**config.mk**
```make
export PLATFORM = sky130hd
export DESIGN_NAME = tcu_seq_fsm
export DESIGN_NICKNAME = d
export VERILOG_FILES = /design/src/source/tcu_ctrl_pkg.sv /design/src/source/tcu_fmt_pkg.sv /design/src/source/tcu_seq_fsm.sv
export SDC_FILE = /design/constraint.sdc
export NUM_CORES = 1
export LEC_CHECK = 0
export ABC_AREA = 1
export BUFFER_PORTS_ARGS = -buffer_cell sky130_fd_sc_hd__buf_4
export CORE_AREA = 5 5 42 44
export CTS_CLUSTER_SIZE = 30
export DETAILED_ROUTE_END_ITERATION = 6
export DIE_AREA = 0 0 47 49
export HOLD_SLACK_MARGIN = 0.1
export PLACE_DENSITY_LB_ADDON = 0.2
export SLEW_MARGIN = 10
export SYNTH_ARGS = -nofsm -noshare
export SYNTH_HDL_FRONTEND = slang
export SYNTH_SLANG_ARGS = --single-unit
```
**constraint.sdc**
```tcl
create_clock -name clk -period 1.3 [get_ports clk]
set_clock_uncertainty 0.2 [all_clocks]
set_input_delay 0.13 -clock clk [delete_from_list [all_inputs] [get_ports clk]]
set_output_delay 0.13 -clock clk [all_outputs]
set_load 0.02 [all_outputs]
```
**src/source/tcu_ctrl_pkg.sv**
```systemverilog
package tcu_ctrl_pkg;

    // Sequencer states
    typedef enum logic [1:0] {
        IDLE  = 2'd0,
        RUN   = 2'd1,
        DRAIN = 2'd2,
        DONE  = 2'd3
    } seq_state_e;

    // Beats per dot product, 1 to 16
    typedef logic [4:0] beat_cnt_t;

    // Register stages in the fused dot-product pipeline
    localparam int FEDP_LATENCY = 4;

    // Per-beat tag carried alongside the data through every stage
    typedef struct packed {
        // Beat carries data, otherwise a bubble
        logic valid;
        // Restart the accumulator and add c_init
        logic first;
    } beat_tag_t;

endpackage

```
**src/source/tcu_fmt_pkg.sv**
```systemverilog
package tcu_fmt_pkg;

    // Operand and result word as seen on the ports
    typedef logic [31:0] word_t;

    // Element format selector
    typedef logic [1:0] fmt_t;

    // Code 3 decodes like FMT_INT8
    localparam fmt_t FMT_INT16 = 2'd0;
    localparam fmt_t FMT_INT8  = 2'd1;
    localparam fmt_t FMT_UINT8 = 2'd2;

    // Product of one element pair
    // int16 x int16 still fits in 32 signed bits
    typedef logic signed [31:0] prod_t;

    // Running dot-product sum, wraps modulo 2^32
    typedef logic [31:0] acc_t;

    // Byte lanes in one word, one sparsity mask bit each
    localparam int LANES_PER_WORD = 4;

endpackage
```
**src/source/tcu_seq_fsm.sv**
```systemverilog
`timescale 1ns/1ps

module tcu_seq_fsm (
    input  logic                    clk,
    input  logic                    rst_n,
    input  logic                    start,
    input  tcu_fmt_pkg::fmt_t       fmt_in,
    input  logic                    beat_valid,
    input  logic                    last_beat,
    input  logic                    drain_over,
    output tcu_fmt_pkg::fmt_t       fmt,
    output tcu_ctrl_pkg::beat_tag_t tag,
    output logic                    load,
    output logic                    beat_acc,
    output logic                    drain_run,
    output logic                    pipe_en,
    output logic                    busy,
    output logic                    done
);

    tcu_ctrl_pkg::seq_state_e state;
    tcu_ctrl_pkg::seq_state_e state_nxt;
    logic                     start_ok;
    logic                     first_pend;

    // A new run may only begin once the previous one has finished
    assign start_ok = start
                   && (state == tcu_ctrl_pkg::IDLE || state == tcu_ctrl_pkg::DONE);
    assign beat_acc = beat_valid && (state == tcu_ctrl_pkg::RUN);
    assign load     = start_ok;

    always_comb begin
        state_nxt = state;
        case (state)
            tcu_ctrl_pkg::IDLE: begin
                if (start_ok) state_nxt = tcu_ctrl_pkg::RUN;
            end
            tcu_ctrl_pkg::RUN: begin
                if (beat_acc && last_beat) state_nxt = tcu_ctrl_pkg::DRAIN;
            end
            tcu_ctrl_pkg::DRAIN: begin
                if (drain_over) state_nxt = tcu_ctrl_pkg::DONE;
            end
            default: begin
                state_nxt = start_ok ? tcu_ctrl_pkg::RUN : tcu_ctrl_pkg::IDLE;
            end
        endcase
    end

    always_ff @(posedge clk) begin
        if (!rst_n) begin
            state      <= tcu_ctrl_pkg::IDLE;
            first_pend <= 1'b0;
        end else begin
            state <= state_nxt;
            if (start_ok) begin
                first_pend <= 1'b1;
            end else if (beat_acc) begin
                first_pend <= 1'b0;
            end
        end
    end

    // Format stays fixed for the whole run
    always_ff @(posedge clk) begin
        if (start_ok) begin
            fmt <= fmt_in;
        end
    end

    assign tag       = '{valid: beat_acc, first: beat_acc && first_pend};
    assign drain_run = (state == tcu_ctrl_pkg::DRAIN);
    assign busy      = (state == tcu_ctrl_pkg::RUN) || drain_run;
    assign pipe_en   = busy;
    assign done      = (state == tcu_ctrl_pkg::DONE);

endmodule

```
# == Word-level counts from Yosys, hierarchy flattened ==
# Index checks and enable logic that the tools add are counted.
# word_totals
input_bits,8
output_inout_bits,10
elab_cells,25
ff_bits,5
# classes
n_reduce_logical,9
mux,7
eq_ne,6
# ops
operator,n
2-bit 2-to-1 mux,3
"2-bit inequality test, second input constant",3
2-bit one-hot mux with 3 select lines,1
"2-bit equality test, second input constant",2
1-bit logical AND,4
1-bit 2-to-1 mux,3
3-bit AND reduction,1
"2-bit by 1-bit equality test with 1-bit output, second input constant",1
2-bit logical NOT,1
1-bit logical OR,2
2-bit nonzero test,1

# == Longest topological paths before layout ==
# depth
word_depth,5
depth_mapped,7
mapped_depth_nobuf,7

# == Worst setup path after synthesis ==
# OpenSTA, ideal clock, no wires.
# synth_path
kind,register to register
start,register state[0]
end,"register fmt[0], enable pin"
arrival_time_ps,1156
setup_slack_ps,-403
n_path_buf,0
stages_incl_launch_ff,4
cell_sequence,dfxtp_1 > inv_1 > ha_1 > nor2_2
# synth_via
elab_chain_len,3
# synth_rtl
item,line_no,text
start: declaration,tcu_seq_fsm.sv:21,tcu_ctrl_pkg::seq_state_e state;
start signal: assignment,tcu_seq_fsm.sv:52,state <= tcu_ctrl_pkg::IDLE;
start signal: assignment,tcu_seq_fsm.sv:55,state <= state_nxt;
2-bit equality test or 2-bit logical NOT (tied branches),tcu_seq_fsm.sv:28,&& (state == tcu_ctrl_pkg::IDLE || state == tcu_ctrl_pkg::DONE);
1-bit logical OR (*),tcu_seq_fsm.sv:28,
1-bit logical AND (*),tcu_seq_fsm.sv:28,
net load,tcu_seq_fsm.sv:13,"output logic load,"
end signal: assignment,tcu_seq_fsm.sv:67,fmt <= fmt_in;
end: declaration,tcu_seq_fsm.sv:11,"output tcu_fmt_pkg::fmt_t fmt,"
# The timed path passes the listed nets; every way through them passes the cells marked *.
# A chain may end at the register's enable or synchronous reset.

# == Worst setup path after layout ==
# layout_path
start,register state[1]
end,output port load
# layout_via
elab_chain_len,3
# layout_rtl
item,line_no
2-bit equality test or 2-bit logical NOT (tied branches),tcu_seq_fsm.sv:28
1-bit logical OR (*),tcu_seq_fsm.sv:28
1-bit logical AND (*),tcu_seq_fsm.sv:28
end: declaration,tcu_seq_fsm.sv:13
# Mark *: on every way between the ends. The rest lies on a longest branch, timed or not.

==> reports/metrics.cfg <==
[die]
initial_core_util = 0.216
core_region_area_um2 = 1400
die_w_um = 47
row_count = 14
die_area_um2 = 2300
ios = 18
fp.dieH_um = 49

[yosys]
synth_top_family_by_area = simple AND/OR/NAND/NOR gates
synthMuxAreaShare = 0
synthSimpleGateAreaFrac = 0.264
synth-seq-cells = 5
syn-num-nets = 50
yosys.cell_types.count = 11
postSynthCellCount = 38
netlist_area_um2 = 303
yosys.area_share.xor_xnor = 0
synth_adder_area_share = 0.165
synth_warnings = 0
ys_seq_area_frac = 0.397
syn_area_per_cell_um2 = 7.97
synth-compound-area-share = 0.0496

[hold_path]
worstHoldPathType = in2reg

[timing]
period_needed_ns = 1.47
rsz0062_at_grt = yes
relSlewSlack = 0.924
hold_viol = 0
fin_crit_sh = 1.13
worst_pin_slew_ns = 0.114
drv_slew = 0
final.setup.tns_ns = -1.41
worst_slack_ns = -0.171
clock.fmax_mhz = 680
setup_viol = 12

[clock_tree]
htree_levels = 1
clock_latency_ns = 0.25
cts.path.max_buffers = 2
cts_tree = yes
cts_root_buf = clkbuf_4
clkTransAtPathRegs_ns = 0.05
cts.sinks = 5
cts_buffers = 3

[place]
dp_hpwl_um = 580
port_buffers = 17
gp_congestion = 0.800
post_dp_cell_area_um2 = 463
dp_slack_ns = -0.0136

[layout]
fillCellCount = 148
register_area_um2 = 128
drive_gt1_frac = 0.578
n_antenna_cell = 0
area.growth.synth_to_final_pct = 101
final_area_um2 = 609
final_cell_mix = 17 x buf_4, 9 x nand2_1, 5 x nor2_1, 4 x buf_6
post-route-util = 0.435
final_common_cell = buf_4
layout.nets = 77
multi_input_area_um2 = 203

[route]
avgRoutedWirePerCell_um = 10.2
route.detailed.drc = 0
vias_per_cell = 4.05
vias = 324
ant_nets = 0
drt-initial-drc-count = 3
dr.pass1.iters = 2
route.final.wire_length_um = 817

[critical_path]
crit_path_top_delay_cell = dfxtp_4
crit_type = reg2out
required_ns = 0.97
crit_arrival_ns = 1.14
crit_path_max_incr_delay_ns = 0.37
path_cells = inv_6, ha_4, nor2_4, buf_6
start_kind = flip-flop
endpoint_kind = primary output
crit_fanout = 4

[grt]
grt_overflow = 0
antenna_found_initial = 0
met3_usage = 0.0480
top_usage_layer = met2
grt_pass1_vias = 320
grt_pass1_wl_um = 1340
grt.met2_usage = 0.111
grt_max_degree = 5
track_usage = 0.0855
grt_util_met1 = 0.0976

[status]
status = complete, but fails checks
failed_checks = negative setup slack

[pwr]
max-vdd-ir-drop_mv = 1.01
p_per_area_nw_per_um2 = 2490
design_power_total_mw = 1.52
p_leak_nw = 0.301

[run]
drv_cap = 0

[power by group]
part / switching, mW / internal (mW)
sequential: 0.0558 / 0.245
combinational: 0.533 / 0.497
clock: 0.0702 / 0.116
total: 0.659 / 0.859
[synthesized netlist by cell type]
library cell	number	area share
edfxtp_1	2	0.20
nor2_2	1	0.021
nand3_2	1	0.033
nand2_1	11	0.14
inv_1	6	0.074
nor2_1	6	0.074
o21bai_1	1	0.025
dfxtp_1	3	0.20
o21a_1	1	0.025
buf_4	2	0.050
ha_1	4	0.17
[critical path, delay by kind of cell, from the launching register on]
family,cells,cell delay (ns)
buffers and inverters,2,0.17
and+or+nand+nor,1,0.10
DFF,1,0.37
adders and majority gates,1,0.25
[state kept, by name, indices dropped and copies added, names as in the netlist]
| name | count |
|---|---|
| fmt | 2 |
| state | 2 |
| first_pend | 1 |
[path summary, 6_finish.rpt]
path | end | depth (start not counted) | slack (ns) | startpoint
max | load | 4 | -0.17 | state[1]
min | state[0] | 6 | 0.15 | drain_over
max reg2reg | state[0] | 8 | -0.17 | state[0]
min reg2reg | first_pend | 3 | 0.40 | first_pend
[through the flow]
stage | std cells | hold slack, ns
4_1_cts | 78 | 0.132
2_1_floorplan | 38 | 0.0289
6_report | 80 | 0.146
3_5_place_dp | 70 | 0.112
5_1_grt | 80 | 0.181
3_3_place_gp | 70 | 0.109
[per-layer routing]
layer	routed length, um	up-vias	part of all wire
met3	54	2	0.066
met1	348	144	0.43
met5	0	-	0
li1	-	168	-
met2	403	10	0.49
met4	10	0	0.012
[repair_timing]
action                     CTS  global route
setup endpoints to repair   10            13
buffers inserted             1             2
pin swaps                    1             5
hold buffers                 3             0
gates resized for setup      1            17
hold endpoints to repair     5             0
[logic make-up (layout without fill, tap and decap cells)]
group / count (synthesis) / in the layout
fa+ha+maj: 4 / 4
simple gates: 19 / 19
flops: 5 / 5
compound gates: 2 / 2
buf+inv: 8 / 34
[layout make-up]
type	count	area share
inverters	6	0.0493
clock buffers	4	0.0431
multi-input cells	25	0.333
flip-flops and latches	5	0.209
repair buffers	24	0.333
well taps	16	0.0329
Note: power is estimated with default switching activity, not from simulation.
