===== config.mk =====
export PLATFORM = sky130hd
export DESIGN_NAME = tcu_beat_counter
export DESIGN_NICKNAME = d
export VERILOG_FILES = /design/src/source/tcu_ctrl_pkg.sv /design/src/source/tcu_beat_counter.sv
export SDC_FILE = /design/constraint.sdc
export NUM_CORES = 1
export LEC_CHECK = 0
export BUFFER_PORTS_ARGS = -buffer_cell sky130_fd_sc_hd__buf_4
export CAP_MARGIN = 5
export CORE_MARGIN = 2
export CORE_UTILIZATION = 30
export DETAILED_ROUTE_END_ITERATION = 8
export PLACE_DENSITY = 0.61
export SYNTH_ARGS = -nofsm -noshare
export SYNTH_HDL_FRONTEND = slang
export SYNTH_SLANG_ARGS = --single-unit

===== constraint.sdc =====
create_clock -name clk -period 2.8 [get_ports clk]
set_input_delay 0.42 -clock clk [delete_from_list [all_inputs] [get_ports clk]]
set_output_delay 0.42 -clock clk [all_outputs]
set_load 0.01 [all_outputs]

===== src/source/tcu_ctrl_pkg.sv =====
package tcu_ctrl_pkg;

    // Sequencer states
    typedef enum logic [1:0] {
        IDLE  = 2'd0,
        RUN   = 2'd1,
        DRAIN = 2'd2,
        DONE  = 2'd3
    } seq_state_e;

    // Beats per dot product, 1 to 16
    typedef logic [4:0] beat_cnt_t;

    // Register stages in the fused dot-product pipeline
    localparam int FEDP_LATENCY = 4;

    // Per-beat tag carried alongside the data through every stage
    typedef struct packed {
        // Beat carries data, otherwise a bubble
        logic valid;
        // Restart the accumulator and add c_init
        logic first;
    } beat_tag_t;

endpackage


===== src/source/tcu_beat_counter.sv =====
`timescale 1ns/1ps

module tcu_beat_counter (
    input  logic                    clk,
    input  logic                    rst_n,
    input  logic                    load,
    input  tcu_ctrl_pkg::beat_cnt_t k_beats,
    input  logic                    beat_acc,
    input  logic                    drain_run,
    output logic                    last_beat,
    output logic                    drain_over
);

    localparam int DRAIN_W = $clog2(tcu_ctrl_pkg::FEDP_LATENCY);

    tcu_ctrl_pkg::beat_cnt_t remaining;
    logic [DRAIN_W-1:0]      drain_cnt;

    // Beats still expected in this run
    always_ff @(posedge clk) begin
        if (!rst_n) begin
            remaining <= '0;
        end else if (load) begin
            remaining <= k_beats;
        end else if (beat_acc && remaining != '0) begin
            remaining <= remaining - 1'b1;
        end
    end

    // A zero count behaves like a single beat
    assign last_beat = (remaining <= 5'd1);

    // Cycles spent flushing the pipeline after the last beat
    always_ff @(posedge clk) begin
        if (!rst_n || !drain_run) begin
            drain_cnt <= '0;
        end else begin
            drain_cnt <= drain_cnt + 1'b1;
        end
    end

    assign drain_over = drain_run
                     && (drain_cnt == DRAIN_W'(tcu_ctrl_pkg::FEDP_LATENCY - 1));

endmodule


After elaboration in Yosys (flattened, before gate mapping)
Index checks and enable logic that the tools add are counted.
- add/sub/neg operators: 2
- order comparisons: 1
- eq/ne operators: 1
- mux-type cells: 2
- reductions and logical operators: 7
- operator list (operator ; number):
    5-bit 2-to-1 mux ; 2
    5-bit by 1-bit <= comparator with 1-bit output (second input constant) ; 1
    5-bit nonzero test ; 1
    5-bit by 1-bit subtractor with 5-bit output (second input constant) ; 1
    2-bit by 1-bit adder with 2-bit output (second input constant) ; 1
    2-bit equality test (second input constant) ; 1
    1-bit logical AND ; 2
    1-bit zero test ; 2
    2-bit nonzero test ; 1
    1-bit logical OR ; 1
- register bits: 7
- output and inout bits: 2

Longest topological paths before layout
- word-level depth: 4
- gate-level depth with buffers: 5

Worst setup path before layout
Ideal clock, no wire load.
- path kind: reg-to-reg
- from: register remaining[0]
- to: register remaining[0]
- data arrival time: 1.498 ns
- data required time: 2.738 ns
- slack: 1.240 ns
- cell stages (with the launch flop): 6
- path buffers: 0
- period minus slack after synthesis: 1.560 ns
- cell sequence: dfxtp_1 inv_1 ha_1 or4b_4 a2111o_1 nand3_1
- longest elaborated chain between the ends: 3
- elaborated cells on any way between the ends: 6
- classes of those cells: add/sub (1); mux (2); reduce/logical (3)
- RTL lines (what ; RTL line ; source):
    from (decl) ; tcu_beat_counter.sv:16 ; tcu_ctrl_pkg::beat_cnt_t remaining;
    from (signal assigned) ; tcu_beat_counter.sv:24 ; remaining <= k_beats;
    from (signal assigned) ; tcu_beat_counter.sv:26 ; remaining <= remaining - 1'b1;
    5-bit by 1-bit subtractor with 5-bit output or 5-bit nonzero test (tied branches) ; tcu_beat_counter.sv:26, tcu_beat_counter.sv:25 ;
    5-bit 2-to-1 mux or 1-bit logical AND (tied branches) ; tcu_beat_counter.sv:25 ; end else if (beat_acc && remaining != '0) begin
    5-bit 2-to-1 mux or 2-bit nonzero test (tied branches) ; - ;
Parallel ways exist; a longest one is shown, timed or not. The select of a mux whose other input is x is not followed.
A chain may end at the register's enable or synchronous reset.

Final worst setup path
- from: register remaining[0]
- to: register remaining[1]
Same word-level chain as after synthesis.

==> metrics.txt <==
# TYPE chip_impl_metric gauge
chip_impl_info{name="status",value="finished clean"} 1
chip_impl_metric{name="max-clock-path-buffers",unit=""} 2
chip_impl_metric{name="number_of_antenna_violations_at_the_first_check_in_global_routing",unit=""} 0
chip_impl_metric{name="detailed_place_hpwl",unit="um"} 615
chip_impl_metric{name="fin_worst_hold_slack",unit="ns"} 0.411
chip_impl_metric{name="synth_compound_gate_area_share",unit=""} 0.194
chip_impl_metric{name="synthesis.nets",unit=""} 61
chip_impl_info{name="crit_chain",value="inv_1, ha_1, or4b_4, a2111o_1, nand3_1"} 1
chip_impl_metric{name="final_nets",unit=""} 75
chip_impl_metric{name="p_sw_frac",unit=""} 0.263
chip_impl_metric{name="path_max_fanout",unit=""} 4
chip_impl_metric{name="hold_viol",unit=""} 0
chip_impl_metric{name="antenna_left",unit=""} 0
chip_impl_metric{name="power.sequential.fraction",unit=""} 0.444
chip_impl_metric{name="floorplan.die.width",unit="um"} 40.2
chip_impl_metric{name="grt_pass1_wl",unit="um"} 1200
chip_impl_metric{name="cp.arrival",unit="ns"} 1.83
chip_impl_metric{name="share_of_the_clock_period_used_by_the_worst_path",unit=""} 0.586
chip_impl_metric{name="routability_driven_placement_congestion_ratio",unit=""} 0.732
chip_impl_info{name="synth_top_family_by_area",value="simple AND/OR/NAND/NOR gates"} 1
chip_impl_metric{name="reg2reg_setup_slack",unit="ns"} 1.16
chip_impl_metric{name="synth.ff_latch_count",unit=""} 7
chip_impl_metric{name="ctsHtreeMaxLevel",unit=""} 1
chip_impl_metric{name="worst_slack",unit="ns"} 1.16
chip_impl_metric{name="pin_count",unit=""} 12
chip_impl_metric{name="vias_in_the_first_global_route",unit=""} 284
chip_impl_metric{name="worst-path-buf-inv",unit=""} 1
chip_impl_metric{name="netlist.area_leader.share",unit=""} 0.357
chip_impl_metric{name="floorplan.initialDensity",unit=""} 0.310
chip_impl_metric{name="ir_worst_vdd",unit="mV"} 0.271
chip_impl_metric{name="layout.area.seq",unit="um2"} 140
chip_impl_metric{name="final_period_minus_worst_setup_slack",unit="ns"} 1.64
chip_impl_info{name="synthMostInstantiatedCell",value="dfxtp_1"} 1
chip_impl_info{name="tritoncts",value="built"} 1
chip_impl_metric{name="numPortBuffers",unit=""} 11
chip_impl_metric{name="timing.final.max_slew_violations",unit=""} 0
chip_impl_metric{name="global_route.usage.total",unit=""} 0.118
chip_impl_metric{name="drtIter0Drc",unit=""} 5
chip_impl_metric{name="placement_rows",unit=""} 13
chip_impl_metric{name="detailed_place.area",unit="um2"} 487
chip_impl_metric{name="cell_internal_power",unit="uW"} 190
chip_impl_metric{name="synth-xor-area-share",unit=""} 0
chip_impl_metric{name="finalNonFillerCells",unit=""} 76
chip_impl_metric{name="whs_path_depth",unit=""} 3
chip_impl_info{name="crit_path_start_kind",value="flip-flop"} 1
chip_impl_metric{name="total_negative_slack",unit="ns"} 0
chip_impl_metric{name="post_cts.resized_instances",unit=""} 0
chip_impl_metric{name="synth-simple-area-share",unit=""} 0.287
chip_impl_info{name="rr_endpoint",value="remaining[1]$_SDFFE_PN0P_"} 1
chip_impl_info{name="grt_setup_unrepaired",value="false"} 1
chip_impl_metric{name="pre_cts_ws",unit="ns"} 1.16
chip_impl_metric{name="firstDrtPassIters",unit=""} 4
chip_impl_metric{name="synth-warning-count",unit=""} 0
chip_impl_metric{name="clock_pin_slew_on_the_worst_setup_and_hold_paths",unit="ns"} 0.05
chip_impl_metric{name="synth_seq_area_share",unit=""} 0.357
chip_impl_metric{name="synth_adder_area_share",unit=""} 0.0955
chip_impl_metric{name="place.detailed.instances",unit=""} 72
chip_impl_metric{name="maxSlewHeadroom",unit=""} 0.789
chip_impl_metric{name="multiplexer_fraction_of_the_synthesized_cell_area",unit=""} 0
chip_impl_info{name="cp_top_family",value="simple AND/OR/NAND/NOR gates"} 1
chip_impl_metric{name="synth_cell_types",unit=""} 20
chip_impl_metric{name="cts_hold_bufs",unit=""} 0
chip_impl_metric{name="drc",unit=""} 0
chip_impl_metric{name="layout.core_utilization",unit=""} 0.404
chip_impl_metric{name="drt-vias-per-instance",unit=""} 4.91
chip_impl_metric{name="syn_inst",unit=""} 48
chip_impl_metric{name="post-route-cell-area",unit="um2"} 513
chip_impl_metric{name="power_leakage",unit="nW"} 0.234
chip_impl_metric{name="final.fill_count",unit=""} 146
chip_impl_info{name="synthTopCellsByArea",value="dfxtp_1 (36%), ha_1 (9.6%), a2111o_1 (5.7%)"} 1
chip_impl_metric{name="critPathRequiredTime",unit="ns"} 2.99
chip_impl_metric{name="synth.avg_cell_area",unit="um2"} 8.18
chip_impl_metric{name="async_flop_share",unit=""} 0
chip_impl_metric{name="max_freq",unit="MHz"} 609
chip_impl_info{name="post-synth-top-area-cell",value="dfxtp_1"} 1
chip_impl_metric{name="max-cap-violations",unit=""} 0
chip_impl_metric{name="cts_post_setup_buffers_inserted",unit=""} 0
chip_impl_metric{name="syn_to_final_growth",unit="%"} 30.6
chip_impl_metric{name="power.switching",unit="uW"} 67.7
chip_impl_metric{name="tightestPinTransition",unit="ns"} 0.313
chip_impl_metric{name="clkLatencyLatePin",unit="ns"} 0.25
chip_impl_metric{name="power.clock.fraction",unit=""} 0.349
chip_impl_metric{name="number_of_enable_flip_flop_cells_after_synthesis",unit=""} 0
chip_impl_info{name="hold_end",value="remaining[0]$_SDFFE_PN0P_"} 1
chip_impl_metric{name="numCtsBuffers",unit=""} 3
chip_impl_metric{name="antenna_cells",unit=""} 0
chip_impl_metric{name="largest_net_degree_at_the_start_of_global_routing",unit=""} 10
chip_impl_metric{name="post-layout-total-power",unit="uW"} 257
chip_impl_info{name="holdCritStartpoint",value="k_beats[0]"} 1
chip_impl_info{name="ys_top_cells_by_count",value="dfxtp_1 (7), inv_1 (5)"} 1
chip_impl_metric{name="cp_slowest_stage_delay",unit="ns"} 0.49
chip_impl_info{name="crit_path_max_delay_cell_type",value="or4b_4"} 1
chip_impl_info{name="cts.root.buffer_cell",value="clkbuf_4"} 1
chip_impl_info{name="crit_path_end_kind",value="flip-flop"} 1
chip_impl_metric{name="fp.dieArea",unit="um2"} 1620
chip_impl_metric{name="core_area",unit="um2"} 1270
chip_impl_info{name="synth_ff_type",value="dfxtp_1"} 1
chip_impl_metric{name="reg2reg_depth",unit=""} 5
chip_impl_metric{name="share_of_cells_above_drive_strength_1",unit=""} 0.262
chip_impl_metric{name="clock_sinks",unit=""} 7
chip_impl_metric{name="power-per-cell-area",unit="nW/um2"} 501
chip_impl_metric{name="final.setup_skew",unit="ns"} 0.000902
chip_impl_metric{name="avgRoutedWirePerCell",unit="um"} 9.88
chip_impl_metric{name="count_of_final_setup_violators",unit=""} 0
chip_impl_metric{name="detailroute.via_count",unit=""} 373
chip_impl_metric{name="drt_wl_total",unit="um"} 751
chip_impl_info{name="critical_path_class",value="flip-flop to flip-flop"} 1
chip_impl_info{name="critical_path.reg2reg.startpoint",value="remaining[0]$_SDFFE_PN0P_"} 1
chip_impl_metric{name="grt_overflow_total",unit=""} 0
chip_impl_metric{name="share_comb_of_total_power",unit=""} 0.207
chip_impl_metric{name="multi_input_area",unit="um2"} 226
chip_impl_metric{name="mapped_cell_area",unit="um2"} 393
chip_impl_metric{name="dieHeight",unit="um"} 40.2
chip_impl_info{name="worst_hold_path_type",value="input pin to flip-flop"} 1
## power groups by stage
stage / logic (mW) / clock network, mW / registers (mW)
3_5_place_dp: 0.0538 / 0 / 0.116
5_1_grt: 0.0609 / 0.105 / 0.115
4_1_cts: 0.0541 / 0.0948 / 0.114
2_1_floorplan: 0.0345 / 0 / 0.114
6_report: 0.0533 / 0.0898 / 0.114
3_3_place_gp: 0.0538 / 0 / 0.116
## registers in the layout, summed over array words and instances, names as in the netlist
name,flops
drain_cnt,2
remaining,5
## how the worst max path moves through the flow
| stage | startpoint | to | slack, ns | depth (start not counted) |
|---|---|---|---|---|
| finish | remaining[0]$_SDFFE_PN0P_ | remaining[1]$_SDFFE_PN0P_ | 1.16 | 5 |
| global route | remaining[1]$_SDFFE_PN0P_ | last_beat | 1.02 | 5 |
| CTS | remaining[0]$_SDFFE_PN0P_ | remaining[1]$_SDFFE_PN0P_ | 1.15 | 5 |
| detailed placement | remaining[0]$_SDFFE_PN0P_ | remaining[1]$_SDFFE_PN0P_ | 1.16 | 5 |
| global placement | remaining[0]$_SDFFE_PN0P_ | remaining[1]$_SDFFE_PN0P_ | 1.15 | 5 |
| floorplan | remaining[0]$_SDFFE_PN0P_ | remaining[0]$_SDFFE_PN0P_ | 1.24 | 5 |
## cell families after synthesis
group,Yosys count
AND/OR/NAND/NOR,20
AO/OA/AOI/OAI,11
buffers and inverters,7
flip-flops,7
adder cells (fa/ha/maj),3
## per-layer routing
layer,global-route usage,vias to the layer above,routed length [um]
met1,0.166,160,372
met3,0.100,0,63
met5,0,-,0
li1,-,202,-
met4,0,0,0
met2,0.141,11,316
## final cells by class
cell class / count / area share
multi-input combinational: 34 / 0.441
sequential: 7 / 0.273
timing repair buffer: 11 / 0.161
clock buffer: 4 / 0.0512
inverter: 5 / 0.0366
tap: 15 / 0.0366
## worst min-delay path, delay by kind of cell
| family | cells | cell delay (ns) |
|---|---|---|
| buffers and inverters | 1 | 0.07 |
| and+or+nand+nor | 2 | 0.13 |
## layout by cell type, fill, tap and decap left out, types with 2 or more instances in the layout
master | netlist | routed
buf_4 | 0 | 11
dfxtp_1 | 7 | 7
inv_1 | 5 | 5
a21oi_1 | 4 | 4
nand2_1 | 4 | 4
nor2_1 | 4 | 4
nand3_1 | 4 | 4
ha_1 | 3 | 3
clkbuf_4 | 0 | 3
o21ai_0 | 2 | 2
a2111o_1 | 2 | 2
nand4_1 | 2 | 2
(Power assumes the default switching activity.)
